<file path="src/design/dsiq_config.svh">
`ifndef DSIQ_CONFIG_SVH
`define DSIQ_CONFIG_SVH

// ==============================
// Buffer sizing
// ==============================

// Number of IQ words the buffer holds. Must be a power of two.
`define DSIQ_DEPTH 64

// Fill level runs from zero to full, so it needs one bit more than the address.
`define DSIQ_LEVEL_W ($clog2(`DSIQ_DEPTH) + 1)

// Threshold for both the admit and the release hysteresis.
`define DSIQ_HALF (`DSIQ_DEPTH / 2)

`endif

</file>
<file path="src/design/dsiq_pkg.sv">
`default_nettype none

`include "dsiq_config.svh"

package dsiq_pkg;

  // ==============================
  // Stream payloads
  // ==============================

  // One byte from the Ethernet receiver.
  typedef struct packed {
    logic [7:0] data;
    logic       last;
  } byte_beat_t;

  // Big-endian sample pair, I in the upper half.
  typedef struct packed {
    logic [15:0] i;
    logic [15:0] q;
  } iq_word_t;

  typedef struct packed {
    iq_word_t word;
    logic     last;
  } word_beat_t;

  // Write side admission and read side release.
  typedef enum logic {ADMIT, DROP} admit_state_t;
  typedef enum logic {PRIMING, DRAINING} fill_state_t;

endpackage

`default_nettype wire

</file>
<file path="src/design/dsiq_byte_packer.sv">
`timescale 1ns/1ps
`default_nettype none

module dsiq_byte_packer
  import dsiq_pkg::*;
(
  input  logic       rd_clk,
  input  logic       rst,
  input  logic       in_valid,
  input  byte_beat_t in_beat,
  output logic       pk_valid,
  output word_beat_t pk_beat
);

  logic [1:0]  byte_cnt;
  logic [31:0] hold;
  logic        word_last;
  logic        fourth;

  // The byte now on the input completes a word.
  assign fourth = in_valid && (byte_cnt == 2'd3);

  // ==============================
  // Control
  // ==============================

  // A packet end always restarts the count, so a short tail
  // is simply never emitted.
  always_ff @(posedge rd_clk) begin
    if (rst) begin
      byte_cnt <= 2'd0;
      pk_valid <= 1'b0;
    end else begin
      pk_valid <= fourth;
      if (in_valid) begin
        if (in_beat.last) begin
          byte_cnt <= 2'd0;
        end else begin
          byte_cnt <= byte_cnt + 2'd1;
        end
      end
    end
  end

  // ==============================
  // Data
  // ==============================

  // First byte ends up in bits 31:24, which is I high byte.
  always_ff @(posedge rd_clk) begin
    if (in_valid) begin
      hold <= {hold[23:0], in_beat.data};
    end
    if (fourth) begin
      word_last <= in_beat.last;
    end
  end

  // Hold is stable for the cycle pk_valid is high.
  assign pk_beat.word = hold;
  assign pk_beat.last = word_last;

endmodule

`default_nettype wire

</file>
<file path="src/design/dsiq_buffer.sv">
`timescale 1ns/1ps
`default_nettype none

`include "dsiq_config.svh"

module dsiq_buffer
  import dsiq_pkg::*;
(
  input  logic                     rd_clk,
  input  logic                     rst,
  input  logic                     pk_valid,
  input  word_beat_t               pk_beat,
  output logic                     bf_valid,
  output iq_word_t                 bf_word,
  input  logic                     bf_ready,
  output logic [`DSIQ_LEVEL_W-1:0] level
);

  localparam int ADDR_W = `DSIQ_LEVEL_W - 1;
  localparam logic [`DSIQ_LEVEL_W-1:0] FULL_LEVEL = `DSIQ_LEVEL_W'(`DSIQ_DEPTH);
  localparam logic [`DSIQ_LEVEL_W-1:0] HALF_LEVEL = `DSIQ_LEVEL_W'(`DSIQ_HALF);

  iq_word_t ram [`DSIQ_DEPTH];

  logic [ADDR_W-1:0] wr_ptr;
  logic [ADDR_W-1:0] rd_ptr;
  logic              full;
  logic              empty;
  logic              store;
  logic              pop;

  admit_state_t admit_state;
  fill_state_t  fill_state;

  assign full  = (level == FULL_LEVEL);
  assign empty = (level == '0);
  assign store = pk_valid && (admit_state == ADMIT) && !full;
  assign pop   = bf_valid && bf_ready;

  // ==============================
  // Write side
  // ==============================

  // Once a word is lost to a full buffer, the rest of that packet is
  // useless, so drop until a packet end finds room for a whole one.
  always_ff @(posedge rd_clk) begin
    if (rst) begin
      admit_state <= ADMIT;
    end else if (pk_valid) begin
      case (admit_state)
        ADMIT: begin
          if (full) begin
            admit_state <= DROP;
          end
        end
        DROP: begin
          if (pk_beat.last && (level <= HALF_LEVEL)) begin
            admit_state <= ADMIT;
          end
        end
        default: admit_state <= ADMIT;
      endcase
    end
  end

  always_ff @(posedge rd_clk) begin
    if (store) begin
      ram[wr_ptr] <= pk_beat.word;
    end
  end

  // ==============================
  // Pointers and level
  // ==============================

  always_ff @(posedge rd_clk) begin
    if (rst) begin
      wr_ptr <= '0;
      rd_ptr <= '0;
      level  <= '0;
    end else begin
      if (store) begin
        wr_ptr <= wr_ptr + ADDR_W'(1);
      end
      if (pop) begin
        rd_ptr <= rd_ptr + ADDR_W'(1);
      end
      case ({store, pop})
        2'b10:   level <= level + `DSIQ_LEVEL_W'(1);
        2'b01:   level <= level - `DSIQ_LEVEL_W'(1);
        default: level <= level;
      endcase
    end
  end

  // ==============================
  // Read side
  // ==============================

  // After an underflow, wait for half a buffer of margin before
  // the modulator sees samples again.
  always_ff @(posedge rd_clk) begin
    if (rst) begin
      fill_state <= PRIMING;
    end else begin
      case (fill_state)
        PRIMING: begin
          if (level >= HALF_LEVEL) begin
            fill_state <= DRAINING;
          end
        end
        DRAINING: begin
          if (empty) begin
            fill_state <= PRIMING;
          end
        end
        default: fill_state <= PRIMING;
      endcase
    end
  end

  // Show-ahead read of the head word.
  assign bf_word  = ram[rd_ptr];
  assign bf_valid = (fill_state == DRAINING) && !empty;

endmodule

`default_nettype wire

</file>
<file path="src/design/dsiq_output_reg.sv">
`timescale 1ns/1ps
`default_nettype none

module dsiq_output_reg
  import dsiq_pkg::*;
(
  input  logic     rd_clk,
  input  logic     rst,
  input  logic     bf_valid,
  input  iq_word_t bf_word,
  output logic     bf_ready,
  output logic     out_valid,
  output iq_word_t out_word,
  input  logic     out_ready
);

  logic     slot_valid;
  iq_word_t slot_word;
  logic     take;

  // Room when empty, or when the current word leaves this cycle.
  assign bf_ready = !slot_valid || out_ready;
  assign take     = bf_valid && bf_ready;

  always_ff @(posedge rd_clk) begin
    if (rst) begin
      slot_valid <= 1'b0;
    end else if (bf_ready) begin
      slot_valid <= bf_valid;
    end
  end

  always_ff @(posedge rd_clk) begin
    if (take) begin
      slot_word <= bf_word;
    end
  end

  // ==============================
  // Modulator side
  // ==============================

  // An idle slot reads as silence, not as a stale sample.
  assign out_valid = slot_valid;
  assign out_word  = slot_valid ? slot_word : '0;

endmodule

`default_nettype wire

</file>
<file path="src/design/dsiq_path.sv">
`timescale 1ns/1ps
`default_nettype none

`include "dsiq_config.svh"

module dsiq_path
  import dsiq_pkg::*;
(
  input  logic                     rd_clk,
  input  logic                     rst,
  input  logic                     in_valid,
  input  byte_beat_t               in_beat,
  output logic                     out_valid,
  output iq_word_t                 out_word,
  input  logic                     out_ready,
  output logic [`DSIQ_LEVEL_W-1:0] level
);

  logic       pk_valid;
  word_beat_t pk_beat;
  logic       bf_valid;
  iq_word_t   bf_word;
  logic       bf_ready;

  // Bytes to words.
  dsiq_byte_packer u_packer (
    .rd_clk   (rd_clk),
    .rst      (rst),
    .in_valid (in_valid),
    .in_beat  (in_beat),
    .pk_valid (pk_valid),
    .pk_beat  (pk_beat)
  );

  dsiq_buffer u_buffer (
    .rd_clk   (rd_clk),
    .rst      (rst),
    .pk_valid (pk_valid),
    .pk_beat  (pk_beat),
    .bf_valid (bf_valid),
    .bf_word  (bf_word),
    .bf_ready (bf_ready),
    .level    (level)
  );

  // Registered slice towards the modulator.
  dsiq_output_reg u_output_reg (
    .rd_clk    (rd_clk),
    .rst       (rst),
    .bf_valid  (bf_valid),
    .bf_word   (bf_word),
    .bf_ready  (bf_ready),
    .out_valid (out_valid),
    .out_word  (out_word),
    .out_ready (out_ready)
  );

endmodule

`default_nettype wire

</file>
<file path="config.mk">
export PLATFORM = sky130hd
export DESIGN_NAME = dsiq_path
export DESIGN_NICKNAME = d
export VERILOG_FILES = /design/src/design/dsiq_pkg.sv /design/src/design/dsiq_byte_packer.sv /design/src/design/dsiq_buffer.sv /design/src/design/dsiq_output_reg.sv /design/src/design/dsiq_path.sv
export VERILOG_INCLUDE_DIRS = /design/src /design/src/design
export SDC_FILE = /design/constraint.sdc
export NUM_CORES = 2
export LEC_CHECK = 0
export BUFFER_PORTS_ARGS = -buffer_cell sky130_fd_sc_hd__buf_2
export CAP_MARGIN = 20
export CORE_ASPECT_RATIO = 2
export CORE_MARGIN = 2
export CORE_UTILIZATION = 65
export DETAILED_ROUTE_END_ITERATION = 8
export PLACE_DENSITY = 0.81
export REMOVE_ABC_BUFFERS = 1
export SKIP_CTS_REPAIR_TIMING = 1
export SYNTH_ARGS = -nofsm -noshare
export SYNTH_HDL_FRONTEND = slang
export SYNTH_SLANG_ARGS = --single-unit
</file>
<file path="constraint.sdc">
create_clock -name rd_clk -period 10.8 [get_ports rd_clk]
set_clock_uncertainty 0.2 [all_clocks]
set_input_delay 1.62 -clock rd_clk [delete_from_list [all_inputs] [get_ports rd_clk]]
set_output_delay 1.62 -clock rd_clk [all_outputs]
set_load 0.1 [all_outputs]
</file>
-- Word level (Yosys, flattened, before mapping)
Memory sizes are Yosys's and may differ from the RTL's. A register that Yosys moved wholly into a read port is not among the register bits.
Index checks and enable logic that the tools add are counted.
- $add $sub $neg: 5
- magnitude comparators: 2
- equality and inequality tests: 4
- multiplexer cells: 11
- bitwise logic cells: 2
- reduce and logical (&&, ||, !) cells: 12
- operator list (kind ; number):
    $mux W32 ; 1
    $pmux W7 S2 ; 1
    $add A6 B1 Y6 const B ; 2
    $add A7 B1 Y7 const B ; 1
    $eq A7 B7 Y1 const B ; 1
    $ge A7 B6 Y1 const B ; 1
    $le A7 B6 Y1 const B ; 1
    $logic_not A7 Y1 ; 1
    $sub A7 B1 Y7 const B ; 1
    $logic_and A1 B1 Y1 ; 6
    $mux W1 ; 6
    $eq A2 B2 Y1 const B ; 2
    $pmux W1 S2 ; 2
    $logic_not A1 Y1 ; 3
    $add A2 B1 Y2 const B ; 1
    $eq A2 B1 Y1 const B ; 1
    $mux W2 ; 1
    $not A1 Y1 ; 2
    $reduce_bool A2 Y1 ; 1
    $logic_or A1 B1 Y1 ; 1
- flip-flop bits (word level): 58
- memory bits (writable): 2048
- output and inout port bits: 40
- memories kept: 1
- memories (name ; words ; width ; read ports ; clocked after Yosys merged registers in ; wr ports ; line ; text):
    u_buffer.ram ; 64 ; 32 ; 1 ; 1 ; 1 ; dsiq_buffer.sv:23 ; iq_word_t ram [`DSIQ_DEPTH];

-- Longest topological paths before layout
- word-level depth: 6
- depth in mapped cells: 13
- gate-level depth less buffers: 13

-- By module
A second synthesis with hierarchy kept.
- cell total of the unflattened synthesis: 3649
- area, all modules: 81346.8 um2
- by module, submodules not included (module ; instances ; cells each ; area each (um2)):
    dsiq_buffer ; 1 ; 3531 ; 79007.0
    dsiq_output_reg ; 1 ; 72 ; 1217.4
    dsiq_byte_packer ; 1 ; 46 ; 1122.3

-- Worst setup path before layout
Ideal clock, no wire load.
- path kind: input to register
- from: input out_ready
- to: register u_buffer.level[6]
- setup time: 121 ps
- arrival: 5022 ps
- slack: 5458 ps
- cell stages on the path: 11
- buffers on the path: 1
- path through: nand2b_1 -> nor2b_1 -> clkbuf_1 -> ha_1 -> ha_1 -> nor2b_1 -> o21ai_0 -> a21boi_0 -> or4_1 -> nand3_1 -> mux2_2
- longest elaborated chain between the ends: 4
- elaborated cells between the ends (all ways): 6
- RTL lines (what ; line ; text):
    from (decl) ; dsiq_path.sv:15 ; input logic out_ready,
    $logic_or A1 B1 Y1 * ; dsiq_output_reg.sv:22 ; assign bf_ready = !slot_valid || out_ready;
    $logic_and A1 B1 Y1 * ; dsiq_buffer.sv:38 ; assign pop = bf_valid && bf_ready;
    via u_buffer.pop ; dsiq_buffer.sv:30 ; logic pop;
    $eq A2 B1 Y1 / $eq A2 B2 Y1 (equally long branches) ; dsiq_buffer.sv:88 ; case ({store, pop})
    $pmux W7 S2 / $reduce_bool A2 Y1 (equally long branches) ; -- ;
    to (signal assigned) ; dsiq_buffer.sv:89 ; 2'b10: level <= level + `DSIQ_LEVEL_W'(1);
    to (signal assigned) ; dsiq_buffer.sv:90 ; 2'b01: level <= level - `DSIQ_LEVEL_W'(1);
    to (signal assigned) ; dsiq_buffer.sv:91 ; default: level <= level;
    to (decl) ; dsiq_buffer.sv:16 ; output logic [`DSIQ_LEVEL_W-1:0] level
Mark *: on every way through the listed nets, which the timed path passes. The rest lies on a longest branch.
A chain may end at the register's enable or synchronous reset.

==> out/metrics.cfg <==
[synth]
ys_async_sr_fraction_pct=0
synth-seq-cells=2138
ys_seq_area_share_pct=78.5
synth_cells=3517
syn-cell-area_mm2=0.0815
yosys.cell_types.count=56
yosys_warnings=0
syn-mean-instance-area_um2=23.2
number_of_synthesized_flops_with_an_enable_pin=2113
ys.flop_type=edfxtp_1

[power]
cellLeakagePower_nw=27.2
power.density_cell_area_mw_per_mm2=174
worst_ir_drop_vdd_v=0.000171

[hold_path]
worst_hold_path_type=reg2reg

[place]
gp_congestion=0.883
detailed_place_hpwl_um=118000
port-buffer-count=52
place_worst_setup_slack_ns=5.63

[finish]
area_occupied_by_multi_input_gates_mm2=0.0170
final_layout_size_suffix_gt1_share_pct=28.1
layout_fillers=6226
area_delta_synth_final_pct=10.6
design.final.nets=3711
final_core_utilization_pct=72.4
sequential_standard_cell_area_mm2=0.0640

[timing]
timing.final.crit_period_ns=5.23
slew_headroom_pct=8.40
timing_max_transition_violations_final=0
setup_viol_count_final=0
layout_worst_path_cycle_share_pct=48.4
rsz0062_at_grt=false
max_freq_mhz=191
fin_ws_ns=5.57
tightestPinTransition_ns=1.37
hold_violations=0

[drt]
detailedRoute.firstPassIterationCount=6
routed-via-count=41800
finalWirelength_um=230000
drt-vias-per-instance=7.60
first_iter_violations=6503
avgRoutedWirePerCell_um=41.9
antenna_violating_nets_post_route=0
drcViolationCount=0

[critical_path]
worstSetupEndpoint=u_output_reg.slot_word[8]
crit_path_max_incr_delay_ns=0.85
required_time_of_the_worst_setup_path_ns=11.13
timing.critical_path.buf_inv=2
r2r_slack_ns=5.57
crit_start=u_buffer.rd_ptr[0]
worstReg2RegEnd=u_output_reg.slot_word[8]
critical_path.cell_chain=buf_12 -> buf_4 -> mux4_2 -> a221oi_1 -> o21ai_0 -> nor3_1 -> a21oi_1
cpLargestDelayFamily=buffers and inverters
critical-path-slowest-cell=dfxtp_4
worst-endpoint-arrival_ns=5.55
worstSetupPathDepth=7
worst_setup_path_end_kind=flip-flop
worstSetupPathType=reg2reg
timing.critical_path.from_type=flip-flop
r2r.worst_path.cells=7
critical_path.reg2reg.startpoint=u_buffer.rd_ptr[0]
critical_path.max_fanout=97

[grt]
grt_antenna_before_repair=23
overflow=0
groute.usage.overall_pct=36.8
grt_first_pass_wirelength_um=321000
grt_max_degree=126
grt_pass1_vias=42400

[clock_tree]
clockBufferDepth=3
clk-insertion-delay-late_ns=0.81
clk_root_buffer_cell=clkbuf_16
cts.reportedPaths.clkPinSlew_ns=0.08
cts_tree=done
cts.htree.levels=4
cts_buf_count=168
clock-sinks=2138

[floorplan]
die_x_um=254
placementRows=183
ios=53
dieArea_mm2=0.128
starting_utilization_of_the_core_area_pct=65.5
core-area_mm2=0.124
chipHeight_um=505

[flow_run]
max_cap_violations=0

[run_status]
run_status=finished, final reports clean

report_power, final:
part / switching [mW] / internal [mW] / leakage, nW
clock network: 2.96 / 3.36 / 2.68
registers: 0.0139 / 9.14 / 19.2
logic: 0.168 / 0.0153 / 5.33
cell usage in the layout (no fill, tap or decap), types with 31 or more instances in the layout:
| master | n |
|---|---|
| nor2_4 | 64 |
| clkbuf_16 | 169 |
| nor2_1 | 33 |
| mux4_2 | 547 |
| edfxtp_1 | 2113 |
| buf_4 | 124 |
| clkinv_2 | 31 |
| o22ai_1 | 34 |
| clkinv_1 | 31 |
| nand2_1 | 55 |
| and2_1 | 37 |
| buf_2 | 52 |
| a21oi_1 | 41 |
| mux2i_1 | 107 |
| o21ai_0 | 35 |
final cells by class:
cell class | instances | area share (%)
diodes | 7 | 0.0194
clock inverters | 108 | 1.28
multi-input cells | 1181 | 18.9
well taps | 1665 | 2.31
flip-flops and latches | 2138 | 71.0
inverters | 11 | 0.0472
repair buffers | 188 | 1.59
clock buffers | 201 | 4.85
logic make-up (layout without fill, tap and decap cells):
group / Yosys count / in the layout / synth area share (%)
adder cells (fa/ha/maj): 10 / 10 / 0.163
multiplexers: 660 / 660 / 16.5
buffers and inverters: 198 / 508 / 1.26
XOR/XNOR: 10 / 10 / 0.108
other: 0 / 7 / 0
AO/OA/AOI/OAI: 246 / 246 / 1.98
flip-flops: 2138 / 2138 / 78.5
AND/OR/NAND/NOR: 255 / 255 / 1.47
cell usage after synthesis (all sizes together) (3+ instances only):
master,count,area (um^2)
a211oi,3,22.5
a21o,13,97.6
a21oi,41,205
a221o,10,100
a221oi,19,166
a22oi,25,188
a31oi,12,75.1
and2,37,231
buf,123,742
clkbuf,64,240
dfxtp,25,500
edfxtp,2113,63500
ha,9,113
inv,9,33.8
mux2,6,67.6
mux2i,107,1070
mux4,547,12300
nand2,56,213
nand2b,5,31.3
nand3,8,40.0
nand3b,4,30.0
nand4,3,18.8
nor2,102,385
nor2b,9,56.3
nor3,14,70.1
nor4,5,31.3
o21ai,64,320
o221ai,14,123
o22ai,35,219
or3,3,18.8
xnor2,6,52.6
xor2,4,35.0
flip-flops by register name, summed over array words and instances, names as in the netlist, 2 cells and up:
name                    count
u_buffer.wr_ptr             6
u_buffer.rd_ptr             6
u_buffer.level              7
u_output_reg.slot_word     32
u_packer.byte_cnt           2
u_buffer.ram             2048
u_packer.hold              32
metal layers:
metal / vias to the layer above / global-route usage, % / share of wire, % / wire, um
li1: 15300 / - / - / -
met1: 21400 / 43.0 / 29 / 67700
met2: 4009 / 59.0 / 50 / 115000
met3: 1064 / 10.1 / 12 / 27500
met4: 30 / 26.0 / 8.7 / 20100
met5: - / 0.734 / 0.13 / 300
worst min-delay path by stage:
stage / startpoint / end / slack [ns] / cells past startpoint
final: u_packer.hold[23] / u_buffer.ram[4][23] / 0.25 / 0
after global placement: u_packer.hold[11] / u_packer.hold[19] / 0.23 / 0
after CTS: u_packer.hold[23] / u_buffer.ram[4][23] / 0.26 / 0
after floorplan: u_buffer.fill_state / u_buffer.fill_state / 0.23 / 2
after global routing: u_packer.hold[23] / u_buffer.ram[4][23] / 0.27 / 0
after detailed placement: u_packer.hold[23] / u_buffer.ram[4][23] / 0.24 / 0
through the flow:
| stage | instance area (um^2) | hold WS (ns) | power, mW | cells | TNS (ns) |
|---|---|---|---|---|---|
| after floorplan | 80500 | 0.230 | 9.41 | 3330 | -504.94 |
| after global placement | 84400 | 0.228 | 9.50 | 5175 | 0 |
| after detailed placement | 84400 | 0.236 | 9.51 | 5178 | 0 |
| after CTS | 89900 | 0.259 | 15.7 | 5487 | 0 |
| after global routing | 90100 | 0.271 | 15.9 | 5494 | 0 |
| final | 90100 | 0.251 | 15.7 | 5499 | 0 |
Note: power is estimated with default switching activity, not from simulation.
